### config.mk
export PLATFORM = sky130hd
export DESIGN_NAME = window_5x5_top
export DESIGN_NICKNAME = d
export VERILOG_FILES = /design/src/logic/win_pkg.sv /design/src/logic/border_pad.sv /design/src/logic/line_buffer.sv /design/src/logic/raster_tracker.sv /design/src/logic/window_5x5_top.sv /design/src/logic/window_shift.sv
export SDC_FILE = /design/constraint.sdc
export NUM_CORES = 1
export LEC_CHECK = 0
export ABC_AREA = 1
export BUFFER_PORTS_ARGS = -buffer_cell sky130_fd_sc_hd__buf_4
export CAP_MARGIN = 30
export CORE_MARGIN = 1
export CORE_UTILIZATION = 55
export DETAILED_ROUTE_END_ITERATION = 12
export GPL_TIMING_DRIVEN = 0
export PLACE_DENSITY = 0.74
export SLEW_MARGIN = 20
export SYNTH_ARGS = -nofsm -noshare
export SYNTH_HDL_FRONTEND = slang
export SYNTH_SLANG_ARGS = --single-unit
### constraint.sdc
create_clock -name clk -period 6.7 [get_ports clk]
set_clock_uncertainty 0.05 [all_clocks]
set_input_delay 0.67 -clock clk [delete_from_list [all_inputs] [get_ports clk]]
set_output_delay 0.67 -clock clk [all_outputs]
set_load 0.05 [all_outputs]
### src/logic/win_pkg.sv
package win_pkg;

    // pixel and window geometry
    localparam int PIX_W = 8;
    localparam int WIN = 5;
    localparam int HALF = 2;

    // one vertical column of the window, oldest row in the low slot
    localparam int COL_BITS = WIN * PIX_W;

    // whole window, row-major, position (dy,dx) at index dy*WIN+dx
    localparam int WIN_BITS = WIN * WIN * PIX_W;

    // frame size
    localparam int ROWS = 8;
    localparam int COLS = 12;

    // centre position counters
    localparam int ROW_W = $clog2(ROWS);
    localparam int COL_W = $clog2(COLS);

    localparam int FRAME_PIX = ROWS * COLS;

    // zero steps after the last pixel so the centre reaches the last pixel
    localparam int FLUSH_STEPS = 2 * COLS + 2;

    // stream steps per frame, pixels followed by flush
    localparam int FRAME_STEPS = FRAME_PIX + FLUSH_STEPS;
    localparam int STEP_W = $clog2(FRAME_STEPS);

endpackage

### src/logic/border_pad.sv
`timescale 1ns/1ps

module border_pad
    import win_pkg::*;
(
    input  logic                clk,
    input  logic                rst,
    input  logic                emit_i,
    input  logic                last_i,
    input  logic [ROW_W-1:0]    ctr_row_i,
    input  logic [COL_W-1:0]    ctr_col_i,
    input  logic [WIN_BITS-1:0] raw_win_i,
    output logic [WIN_BITS-1:0] win_o,
    output logic                win_valid_o,
    output logic                frame_done_o
);

    logic [WIN-1:0] row_ok;
    logic [WIN-1:0] col_ok;
    logic [WIN-1:0][WIN-1:0][PIX_W-1:0] pad_win;

    // window row dy maps to image row ctr_row_i + dy - HALF
    // offset by HALF on both sides so nothing goes negative
    always_comb begin
        for (int dy = 0; dy < WIN; dy++) begin
            row_ok[dy] = (int'(ctr_row_i) + dy >= HALF)
                && (int'(ctr_row_i) + dy < ROWS + HALF);
        end
    end

    always_comb begin
        for (int dx = 0; dx < WIN; dx++) begin
            col_ok[dx] = (int'(ctr_col_i) + dx >= HALF)
                && (int'(ctr_col_i) + dx < COLS + HALF);
        end
    end

    // off-image positions read as zero
    // this also hides stale lines and columns wrapped from the previous row
    always_comb begin
        for (int dy = 0; dy < WIN; dy++) begin
            for (int dx = 0; dx < WIN; dx++) begin
                if (row_ok[dy] && col_ok[dx]) begin
                    pad_win[dy][dx] = raw_win_i[(dy*WIN + dx)*PIX_W +: PIX_W];
                end else begin
                    pad_win[dy][dx] = '0;
                end
            end
        end
    end

    always_ff @(posedge clk) begin
        if (rst) begin
            win_o <= '0;
            win_valid_o <= 1'b0;
            frame_done_o <= 1'b0;
        end else begin
            win_valid_o <= emit_i;
            frame_done_o <= last_i;
            // hold the last window between emits
            if (emit_i) begin
                win_o <= pad_win;
            end
        end
    end

endmodule

### src/logic/line_buffer.sv
`timescale 1ns/1ps

module line_buffer
    import win_pkg::*;
(
    input  logic                clk,
    input  logic                rst,
    input  logic                shift_i,
    input  logic                flush_i,
    input  logic [PIX_W-1:0]    pix_i,
    output logic [COL_BITS-1:0] col_o
);

    // tap[WIN-1] is the incoming pixel, tap[0] the one four rows back
    logic [WIN-1:0][PIX_W-1:0] tap;

    // zeros go in behind the last pixel of the frame
    assign tap[WIN-1] = flush_i ? '0 : pix_i;

    genvar g;
    generate
        for (g = 0; g < WIN - 1; g++) begin : g_line
            logic [PIX_W-1:0] dly_q [COLS];

            // one row of delay, fed from the next newer tap
            always_ff @(posedge clk) begin
                if (rst) begin
                    for (int j = 0; j < COLS; j++) begin
                        dly_q[j] <= '0;
                    end
                end else if (shift_i) begin
                    dly_q[0] <= tap[g+1];
                    for (int j = 1; j < COLS; j++) begin
                        dly_q[j] <= dly_q[j-1];
                    end
                end
            end

            // tail holds the value pushed exactly COLS steps ago
            assign tap[g] = dly_q[COLS-1];
        end
    endgenerate

    assign col_o = tap;

endmodule

### src/logic/raster_tracker.sv
`timescale 1ns/1ps

module raster_tracker
    import win_pkg::*;
(
    input  logic             clk,
    input  logic             rst,
    input  logic             pix_valid_i,
    output logic             in_ready_o,
    output logic             shift_o,
    output logic             flush_o,
    output logic             emit_o,
    output logic             last_o,
    output logic [ROW_W-1:0] ctr_row_o,
    output logic [COL_W-1:0] ctr_col_o
);

    // stream index within the frame, pixels then flush steps
    logic [STEP_W-1:0] step_q;

    // centre of the next window to emit
    logic [ROW_W-1:0] pos_row_q;
    logic [COL_W-1:0] pos_col_q;

    logic accept;
    logic emit_now;
    logic pos_row_end;
    logic pos_col_end;

    assign in_ready_o = (step_q < STEP_W'(FRAME_PIX));
    assign flush_o = ~in_ready_o;
    assign accept = pix_valid_i & in_ready_o;
    assign shift_o = accept | flush_o;

    // the centre trails the newest pixel by FLUSH_STEPS
    assign emit_now = shift_o && (step_q >= STEP_W'(FLUSH_STEPS));

    assign pos_row_end = (pos_row_q == ROW_W'(ROWS - 1));
    assign pos_col_end = (pos_col_q == COL_W'(COLS - 1));

    always_ff @(posedge clk) begin
        if (rst) begin
            step_q <= '0;
        end else if (shift_o) begin
            if (step_q == STEP_W'(FRAME_STEPS - 1)) begin
                step_q <= '0;
            end else begin
                step_q <= step_q + 1'b1;
            end
        end
    end

    // raster walk of the centre, one step per emitted window
    always_ff @(posedge clk) begin
        if (rst) begin
            pos_row_q <= '0;
            pos_col_q <= '0;
        end else if (emit_now) begin
            if (pos_col_end) begin
                pos_col_q <= '0;
                pos_row_q <= pos_row_end ? '0 : pos_row_q + 1'b1;
            end else begin
                pos_col_q <= pos_col_q + 1'b1;
            end
        end
    end

    // flags describe the window that window_shift holds after this edge
    always_ff @(posedge clk) begin
        if (rst) begin
            emit_o <= 1'b0;
            last_o <= 1'b0;
            ctr_row_o <= '0;
            ctr_col_o <= '0;
        end else begin
            emit_o <= emit_now;
            last_o <= emit_now & pos_row_end & pos_col_end;
            if (emit_now) begin
                ctr_row_o <= pos_row_q;
                ctr_col_o <= pos_col_q;
            end
        end
    end

endmodule

### src/logic/window_5x5_top.sv
`timescale 1ns/1ps

module window_5x5_top
    import win_pkg::*;
(
    input  logic                clk,
    input  logic                rst,
    input  logic                pix_valid_i,
    input  logic [PIX_W-1:0]    pix_i,
    output logic                in_ready_o,
    output logic [WIN_BITS-1:0] win_o,
    output logic                win_valid_o,
    output logic                frame_done_o
);

    logic                shift;
    logic                flush;
    logic                emit;
    logic                last;
    logic [ROW_W-1:0]    ctr_row;
    logic [COL_W-1:0]    ctr_col;
    logic [COL_BITS-1:0] col;
    logic [WIN_BITS-1:0] raw_win;

    raster_tracker u_tracker (
        .clk         (clk),
        .rst         (rst),
        .pix_valid_i (pix_valid_i),
        .in_ready_o  (in_ready_o),
        .shift_o     (shift),
        .flush_o     (flush),
        .emit_o      (emit),
        .last_o      (last),
        .ctr_row_o   (ctr_row),
        .ctr_col_o   (ctr_col)
    );

    line_buffer u_lines (
        .clk     (clk),
        .rst     (rst),
        .shift_i (shift),
        .flush_i (flush),
        .pix_i   (pix_i),
        .col_o   (col)
    );

    // advances on the same edge as the line buffer
    window_shift u_window (
        .clk       (clk),
        .rst       (rst),
        .shift_i   (shift),
        .col_i     (col),
        .raw_win_o (raw_win)
    );

    border_pad u_pad (
        .clk          (clk),
        .rst          (rst),
        .emit_i       (emit),
        .last_i       (last),
        .ctr_row_i    (ctr_row),
        .ctr_col_i    (ctr_col),
        .raw_win_i    (raw_win),
        .win_o        (win_o),
        .win_valid_o  (win_valid_o),
        .frame_done_o (frame_done_o)
    );

endmodule

### src/logic/window_shift.sv
`timescale 1ns/1ps

module window_shift
    import win_pkg::*;
(
    input  logic                clk,
    input  logic                rst,
    input  logic                shift_i,
    input  logic [COL_BITS-1:0] col_i,
    output logic [WIN_BITS-1:0] raw_win_o
);

    // win_q[dy][dx] lands at index dy*WIN+dx of the flat window
    logic [WIN-1:0][WIN-1:0][PIX_W-1:0] win_q;

    always_ff @(posedge clk) begin
        if (rst) begin
            win_q <= '0;
        end else if (shift_i) begin
            for (int dy = 0; dy < WIN; dy++) begin
                // older columns move left
                for (int dx = 0; dx < WIN - 1; dx++) begin
                    win_q[dy][dx] <= win_q[dy][dx+1];
                end
                // newest column enters on the right
                win_q[dy][WIN-1] <= col_i[dy*PIX_W +: PIX_W];
            end
        end
    end

    assign raw_win_o = win_q;

endmodule

; After elaboration in Yosys (flattened, before gate mapping)
; Memories as Yosys holds them, arrays and structs flattened. A register that Yosys moved wholly into a read port is not among the register bits.
; Index checks and enable logic that the tools add are counted.
; W data, S select, Z words.
[op_classes]
n_reduce_logical = 37
magnitude_cmp = 22
n_eq_ne = 3
bitwise_logic = 53
n_mux = 82
n_addsub = 11
[ops]
columns = op, count
row1 = $mux W8, 74
row2 = $ge A32 B3 Y1 const B, 8
row3 = $lt A32 B5 Y1 const B, 8
row4 = $or A1 B1 Y1, 49
row5 = $logic_and A1 B1 Y1, 36
row6 = $add A4 B2 Y5 const B, 2
row7 = $add A3 B2 Y4 const B, 2
row8 = $add A7 B1 Y7 const B, 1
row9 = $eq A7 B7 Y1 const B, 1
row10 = $ge A7 B5 Y1 const B, 1
row11 = $lt A7 B7 Y1 const B, 1
row12 = $mux W7, 1
row13 = $add A4 B1 Y5 const B, 1
row14 = $add A4 B3 Y5 const B, 1
row15 = $mux W1, 5
row16 = $add A3 B1 Y4 const B, 1
row17 = $add A3 B3 Y4 const B, 1
row18 = $add A4 B1 Y4 const B, 1
row19 = $eq A4 B4 Y1 const B, 1
row20 = $ge A4 B2 Y1 const B, 1
row21 = $lt A3 B4 Y1 const B, 1
row22 = $lt A4 B4 Y1 const B, 1
row23 = $mux W4, 1
row24 = $add A3 B1 Y3 const B, 1
row25 = other kinds (6), 8
[word_totals]
ram_bits = 384
register_bits = 417
wordCells = 246
n_memories = 4
output_inout_bits = 203
[mem_list]
columns = name, depth, width, read_ports, rd_clocked_by_memory_dff, wr, line
row1 = u_lines.g_line[0].dly_q, 12, 8, 12, 1, 12, line_buffer.sv:23  ; logic [PIX_W-1:0] dly_q [COLS];
row2 = u_lines.g_line[1].dly_q, 12, 8, 12, 0, 12, line_buffer.sv:23
row3 = u_lines.g_line[2].dly_q, 12, 8, 12, 0, 12, line_buffer.sv:23
row4 = u_lines.g_line[3].dly_q, 12, 8, 12, 0, 12, line_buffer.sv:23

; Logic depth before layout (Yosys ltp)
; Gate-level depths: netlist of run 1.
[logic_depth]
depth_word = 7
ltp_mapped = 12

; Modules after synthesis
; From an unflattened synthesis of run 1, not the netlist that was laid out.
[unflattened]
hier_cells = 3807
hier_area_um2 = 34035.1
[by_module_without_submodules]
columns = module, instances, cells_per_inst, seq_area_each_um2, area_per_inst_um2
row1 = line_buffer, 1, 1238, 11531.1, 14943.1
row2 = window_shift, 1, 1268, 4003.8, 9487.8
row3 = border_pad, 1, 1157, 4043.9, 8479.4
row4 = raster_tracker, 1, 144, 460.4, 1124.8

; Worst setup path after synthesis of run 1
; Ideal clock, no wire load.
[synth_path]
path_kind = input to register
start = in rst
end = mem u_lines.g_line[0].dly_q[0][0], enable pin
slack_ns = 0.517
stages = 4
t_required_ns = 6.069
arrival_time_ns = 5.552
setup_time_ns = 0.581
path_cell_list = buf_2 nor2_4 inv_2 buf_2
[synth_rtl]
columns = item, line
row1 = from (decl), window_5x5_top.sv:7  ; input logic rst,
row2 = to (decl), line_buffer.sv:23

==> flow_metrics.env, run 1 <==
export IMPL_run_status="completed"
export IMPL_dpl_cell_area_um2=33000
export IMPL_rsz0062_at_grt="false"
export IMPL_synth_area_leaders="sky130_fd_sc_hd__edfxtp_1 (38%), sky130_fd_sc_hd__dfxtp_1 (28%), sky130_fd_sc_hd__inv_1 (8.2%), sky130_fd_sc_hd__nor2_1 (4.9%), sky130_fd_sc_hd__nand2_1 (4.1%)"
export IMPL_placed_cells_incl_taps=4055
export IMPL_timing_final_crit_share=0.421
export IMPL_grt_max_degree=108
export IMPL_p_leak_nw=14.8
export IMPL_postSynthNetCount=3177
export IMPL_synth_top_area_share=0.379
export IMPL_post_route_drc_count=0
export IMPL_layout_drive_gt1_share=0.133
export IMPL_antenna_found_initial=1
export IMPL_n_antenna_cell=0
export IMPL_fin_nets=3476
export IMPL_postCtsSetupBuffers=0
export IMPL_layout_setup_ws_ps=3880
export IMPL_dominantRegCellSynth="sky130_fd_sc_hd__dfxtp_1"
export IMPL_top_count_cell_post_synth="sky130_fd_sc_hd__inv_1"
export IMPL_clock_sinks=809
export IMPL_seq_area_frac_synth=0.659
export IMPL_synth_async_sr_flop_share=0
export IMPL_crit_reg2reg_capture="u_lines.g_line[0].dly_q[4][0]"
export IMPL_via_count_of_the_first_global_routing_pass=21700
export IMPL_floorplan_io_pins=214
export IMPL_final_cells=4202
export IMPL_drt_first_iter_violations=2171
export IMPL_route_top_layer_used="met4"
export IMPL_maxCapViolations=0
export IMPL_global_route_usage_total=0.278
export IMPL_crit_fanout=107
export IMPL_synth_enable_flop_cells=384
export IMPL_ys_seq_elements=809
export IMPL_cts_inserted_buffers=81
export IMPL_ys_types=31
export IMPL_syn_mean_instance_area_um2=9.68
export IMPL_worst_skew_pair_late_latency_ps=610
export IMPL_wl_met1_mm=32.9
export IMPL_timing_fmax_mhz=355
export IMPL_place_detailed_hpwl_mm=55.0
export IMPL_clockBufferDepth=3
export IMPL_ff2ff_path_depth=9
export IMPL_drt_wl_total_mm=78.0
export IMPL_synth_cells=3143
export IMPL_timing_critical_path_to="u_lines.g_line[0].dly_q[4][0]"
export IMPL_cp_data_arrival_time_ps=3030
export IMPL_slew_viol_final=0
export IMPL_floorplan_die_width_um=237
export IMPL_fin_area_um2=35700
export IMPL_detailroute_wirelength_met3_mm=5.35
export IMPL_gpl_wtd_cong=0.970
export IMPL_place_worst_setup_slack_ps=3630
export IMPL_htreeDepth=3
export IMPL_worstPathRequired_ps=6910
export IMPL_timing_final_hold_violations=0
export IMPL_grt_first_pass_wirelength_mm=120
export IMPL_crit_type="register to register"
export IMPL_dieHeight_um=237
export IMPL_p_per_area_nw_per_um2=289
export IMPL_wl_per_cell_um=18.6
export IMPL_cts_hold_repair_buffers=0
export IMPL_core_um2=54200
export IMPL_area_growth_pct=17.3
export IMPL_final_setup_viol_count=0
export IMPL_endpoint_kind_of_the_worst_setup_timing_path="register"
export IMPL_yosys_warnings=0
export IMPL_synth_top_cells_by_count="sky130_fd_sc_hd__inv_1 (664), sky130_fd_sc_hd__dfxtp_1 (425), sky130_fd_sc_hd__nor2_1 (401)"
export IMPL_timing_rr_start="u_tracker.step_q[5]"
export IMPL_clk_root_buffer_cell="sky130_fd_sc_hd__clkbuf_16"
export IMPL_synth_area_um2=30400
export IMPL_synthDominantAreaCellType="sky130_fd_sc_hd__edfxtp_1"
export IMPL_vias_per_cell=5.33
export IMPL_timing_critical_path_from_type="register"
export IMPL_wl_met2_mm=37.1
export IMPL_die_area_um2=56300
export IMPL_drtPass1Iterations=6
export IMPL_std_cell_rows=85
export IMPL_slew_headroom=0.421
export IMPL_cts_resized=0
export IMPL_irDropWorstVdd_uv=221
export IMPL_critical_path_startpoint="u_tracker.step_q[5]"
export IMPL_ff2ff_setup_slack_ps=3880
export IMPL_hold_path_class="input port to register"
export IMPL_tritoncts="done"
export IMPL_clkTransAtPathRegs_ps=60
export IMPL_overflow=0
export IMPL_drt_antenna_violating_nets=0
export IMPL_start_util=0.561
export IMPL_dr_total_vias=22400
export IMPL_worstMarginPinSlew_ps=869
export IMPL_io_buffers=212
export IMPL_finalWorstPathRequiredPeriod_ps=2820
## worst min path at each step
| stage | slack (ps) | end | startpoint | cells past startpoint |
|---|---|---|---|---|
| finish | 350 | u_window.raw_win_o[194] | pix_i[2] | 3 |
| global route | 360 | u_window.raw_win_o[193] | pix_i[1] | 3 |
| CTS | 310 | u_window.raw_win_o[194] | pix_i[2] | 3 |
| detailed placement | 400 | u_window.raw_win_o[80] | u_window.raw_win_o[80] | 2 |
| global placement | 390 | u_window.raw_win_o[80] | u_window.raw_win_o[80] | 2 |
| floorplan | 340 | u_pad.frame_done_o | u_tracker.last_o | 2 |
## stage by stage
stage,utilization,setup TNS [ps],power (mW),hold slack [ps]
after floorplan,-,0,5.75,338
after global placement,0.606,-491610,5.88,391
after detailed placement,0.609,0,5.87,397
after CTS,0.658,0,10.3,314
after global routing,0.658,0,10.6,358
final,0.658,0,10.3,352
## report_power, final
group / internal (mW) / switching, mW / leakage, nW
Combinational: 0.0909 / 0.270 / 5.77
Clock: 2.66 / 1.88 / 1.33
Sequential: 5.36 / 0.0576 / 7.68
## layout by cell type (no fill, tap or decap), drive strengths merged, types with 23 or more instances in the layout
cell and count:
inv 674, dfxtp 425, nor2 407, edfxtp 384, nand2 335, buf 320
a21oi 214, clkbuf 192, o21ai 191, o22ai 146, nand3 112, nand4 41
ha 23, clkinv 23
## registers in the layout, indices dropped and copies added, names as in the netlist
| signal | flops |
|---|---|
| u_window.raw_win_o | 200 |
| u_tracker.step_q | 7 |
| u_pad.win_o | 200 |
| u_pad.frame_done_o | 1 |
| u_tracker.pos_col_q | 4 |
| u_pad.win_valid_o | 1 |
| u_lines.g_line.dly_q | 384 |
| u_tracker.ctr_row_o | 3 |
| u_tracker.ctr_col_o | 4 |
| u_tracker.emit_o | 1 |
| u_tracker.pos_row_q | 3 |
| u_tracker.last_o | 1 |
## cell type report
type	instances	area, um^2
plain buffers	180	846
fillers	4201	18600
clock buffers	116	2370
well taps	696	871
clock inverters	31	302
repair buffers	216	1700
flip-flops and latches	809	20000
inverters	672	2520
multi-input cells	1482	7030
## critical path: stages, from the launching register on
cell and delay, ps:
sky130_fd_sc_hd__dfxtp_1 410, sky130_fd_sc_hd__nand2_2 110, sky130_fd_sc_hd__inv_2 100, sky130_fd_sc_hd__nor2_8 60, sky130_fd_sc_hd__inv_2 90, sky130_fd_sc_hd__nor2_4 70
sky130_fd_sc_hd__inv_2 160, sky130_fd_sc_hd__buf_8 410, sky130_fd_sc_hd__buf_16 420, sky130_fd_sc_hd__buf_16 430
## routing by layer
layer | GRT usage | vias to the layer above
met5 | 0 | -
met4 | 0.101 | 0
met3 | 0.0454 | 169
met2 | 0.456 | 833
met1 | 0.374 | 10800
li1 | - | 10600
## cells by family after synthesis
family	Yosys count	share of synthesized area
compound gates	557	0.100
fa+ha+maj	23	0.00946
buf+inv	852	0.110
flops	809	0.659
simple gates	902	0.121
No activity file was read; power rests on OpenSTA's default activity.
==> inputs of run 2 (changes only) <==
- ABC_AREA: 1 -> 0
- clock period: 6.7 -> 2.7 ns (I/O delays scaled with it)
==> flow_metrics.env, run 2 <==
export IMPL_synth_async_sr_flop_share=0
export IMPL_worst_skew_pair_late_latency_ps=620
export IMPL_dr_total_vias=18800
export IMPL_dpl_cell_area_um2=31300
export IMPL_place_worst_setup_slack_ps=-275
export IMPL_synth_cells=2320
export IMPL_endpoint_kind_of_the_worst_setup_timing_path="register"
export IMPL_area_growth_pct=18.8
export IMPL_clkTransAtPathRegs_ps=70
export IMPL_ys_types=50
export IMPL_antenna_found_initial=1
export IMPL_cts_resized=0
export IMPL_ff2ff_path_depth=6
export IMPL_n_antenna_cell=0
export IMPL_mostFrequentLayoutCell="sky130_fd_sc_hd__dfxtp_1"
export IMPL_synth_area_leaders="sky130_fd_sc_hd__edfxtp_1 (40%), sky130_fd_sc_hd__dfxtp_1 (30%), sky130_fd_sc_hd__and2_1 (6.9%), sky130_fd_sc_hd__nand2_1 (4.9%), sky130_fd_sc_hd__a22o_1 (4.7%)"
export IMPL_post_route_drc_count=0
export IMPL_crit_reg2reg_capture="u_pad.win_o[141]"
export IMPL_clock_sinks=809
export IMPL_drt_antenna_violating_nets=0
export IMPL_timing_final_hold_violations=0
export IMPL_post_synth_and_or_nand_nor_area_fraction=0.157
export IMPL_postSynthNetCount=2354
export IMPL_syn_mean_instance_area_um2=12.3
export IMPL_filler_cell_count=3766
export IMPL_cts_inserted_buffers=78
export IMPL_timing_fmax_mhz=394
export IMPL_final_cells=3375
export IMPL_place_detailed_hpwl_mm=46.8
export IMPL_synth_top_cells_by_count="sky130_fd_sc_hd__dfxtp_1 (425), sky130_fd_sc_hd__edfxtp_1 (384), sky130_fd_sc_hd__nand2_1 (374)"
export IMPL_p_leak_nw=13.4
export IMPL_final_core_utilization=0.661
export IMPL_hold_path_class="input port to register"
export IMPL_slew_headroom=0.368
export IMPL_vias_per_cell=5.56
export IMPL_maxCapViolations=0
export IMPL_die_area_um2=52800
export IMPL_layout_drive_gt1_share=0.150
export IMPL_std_cell_rows=83
export IMPL_final_setup_viol_count=0
export IMPL_crit_fanout=8
export IMPL_ys_seq_elements=809
export IMPL_htreeDepth=3
export IMPL_yosys_warnings=0
export IMPL_registers_top_by_ff_count="u_lines.g_line.dly_q"
export IMPL_worstMarginPinSlew_ps=948
export IMPL_timing_final_crit_share=0.940
export IMPL_drt_wl_total_mm=66.5
export IMPL_tritoncts="done"
export IMPL_synth_enable_flop_cells=384
export IMPL_via_count_of_the_first_global_routing_pass=17900
export IMPL_synth_area_um2=28600
export IMPL_synth_mux_area_frac=0.00175
export IMPL_crit_type="register to register"
export IMPL_wl_per_cell_um=19.7
export IMPL_floorplan_io_pins=214
export IMPL_hp_start="rst"
export IMPL_timing_rr_start="u_tracker.ctr_col_o[1]"
export IMPL_layout_setup_ws_ps=162
export IMPL_drt_first_iter_violations=1670
export IMPL_worstPathRequired_ps=3190
export IMPL_global_route_usage_total=0.252
export IMPL_rsz0062_at_grt="false"
export IMPL_main_combinational_cell_family_by_area_after_synthesis="simple AND/OR/NAND/NOR gates"
export IMPL_hold_path_end="u_window.raw_win_o[119]"
export IMPL_slew_viol_final=0
export IMPL_synthDominantAreaCellType="sky130_fd_sc_hd__edfxtp_1"
export IMPL_run_status="completed"
export IMPL_top_library_cells_by_usage_in_the_layout_fill_and_taps_aside="sky130_fd_sc_hd__dfxtp_1 (423), sky130_fd_sc_hd__edfxtp_1 (384), sky130_fd_sc_hd__nand2_1 (374)"
export IMPL_total_power_mw=25.1
export IMPL_synth_top_area_share=0.404
export IMPL_start_util=0.557
export IMPL_flip_flop_count_of_the_largest_register_all_copies_and_words_added=384
export IMPL_worst_hold_path_cells=3
export IMPL_synth_xor_area_frac=0.00394
export IMPL_cp_data_arrival_time_ps=3030
export IMPL_fin_nets=2669
export IMPL_placed_cells_incl_taps=3224
export IMPL_grt_max_degree=39
export IMPL_finalWorstPathRequiredPeriod_ps=2540
export IMPL_io_buffers=212
export IMPL_core_um2=51300
export IMPL_top_count_cell_post_synth="sky130_fd_sc_hd__dfxtp_1"
export IMPL_area_sequential_um2=20000
export IMPL_clk_root_buffer_cell="sky130_fd_sc_hd__clkbuf_16"
export IMPL_overflow=0
export IMPL_dieHeight_um=230
export IMPL_fin_area_um2=33900
export IMPL_dominantRegCellSynth="sky130_fd_sc_hd__dfxtp_1"
export IMPL_clockBufferDepth=3
export IMPL_multi_input_area_um2=7900
export IMPL_ff2ff_setup_slack_ps=160
export IMPL_timing_critical_path_from_type="register"
export IMPL_gpl_wtd_cong=0.876
export IMPL_yosys_area_share_adder=0.0101
export IMPL_p_per_area_nw_per_um2=740
export IMPL_drtPass1Iterations=5
export IMPL_irDropWorstVdd_uv=618
export IMPL_floorplan_die_width_um=230
export IMPL_grt_first_pass_wirelength_mm=102
export IMPL_synth_compound_gate_area_share=0.103
export IMPL_seq_area_frac_synth=0.702
==> run 2: worst max path at each step <==
stage,startpoint,end,slack (ps),cells after the start
final,u_tracker.ctr_col_o[1],u_pad.win_o[141],160,6
after global routing,u_tracker.ctr_col_o[1],u_pad.win_o[29],20,8
after CTS,u_tracker.step_q[5],u_lines.g_line[2].dly_q[0][67],210,6
after detailed placement,pix_valid_i,u_lines.g_line[3].dly_q[0][4],-280,10
after global placement,pix_valid_i,u_lines.g_line[3].dly_q[0][3],-6740,6
after floorplan,u_tracker.step_q[6],u_lines.g_line[0].dly_q[0][0],-4450,5
==> run 2: what timing repair did <==
item,CTS,global route
hold buffers,8,0
endpoints found under the hold margin,15,0
buffers inserted,2,0
endpoints found under the setup margin,271,0
==> run 2: metal layers <==
metal  GRT usage  up-vias  routed length, um
met3      0.0522      122               4950
met5           0        -                 13
met2       0.390      718              30200
met4      0.0782        2               1780
li1            -     8696                  -
met1       0.358     9222              29500
==> run 2: logic make-up (layout without fill, tap and decap cells) <==
group	Yosys count	count (layout)
multiplexers	5	5
AO/OA/AOI/OAI	435	435
adder cells (fa/ha/maj)	23	23
buffers and inverters	154	529
flip-flops	809	809
XOR/XNOR	12	12
AND/OR/NAND/NOR	882	882
==> run 2: where the power goes <==
part | switching (mW) | internal, mW | leakage (nW)
Combinational | 0.539 | 0.229 | 4.48
Sequential | 0.165 | 13.3 | 7.68
Clock | 4.51 | 6.37 | 1.24
Total | 5.21 | 19.9 | 13.4
==> run 2: cell type report <==
class                      count  share of cell area
tap                          680              0.0251
buffer                       141              0.0177
timing repair inverter         1            0.000148
sequential                   809               0.591
clock buffer                 110              0.0648
timing repair buffer         234              0.0568
inverter                      13             0.00155
clock inverter                30              0.0103
multi-input combinational   1357               0.233
==> run 2: through the flow <==
| stage | hold slack [ps] | TNS [ps] |
|---|---|---|
| 2_1_floorplan | 364 | -1707730 |
| 3_3_place_gp | 376 | -2577040 |
| 3_5_place_dp | 393 | -39970 |
| 4_1_cts | 260 | 0 |
| 5_1_grt | 311 | 0 |
| 6_report | 277 | 0 |
==> run 2: critical path: stages, from the launching register on <==
cell	delay [ps]
sky130_fd_sc_hd__dfxtp_1	470
sky130_fd_sc_hd__inv_1	200
sky130_fd_sc_hd__ha_1	330
sky130_fd_sc_hd__nand4b_1	120
sky130_fd_sc_hd__o2111ai_2	390
sky130_fd_sc_hd__nor2_1	650
sky130_fd_sc_hd__a22o_1	230
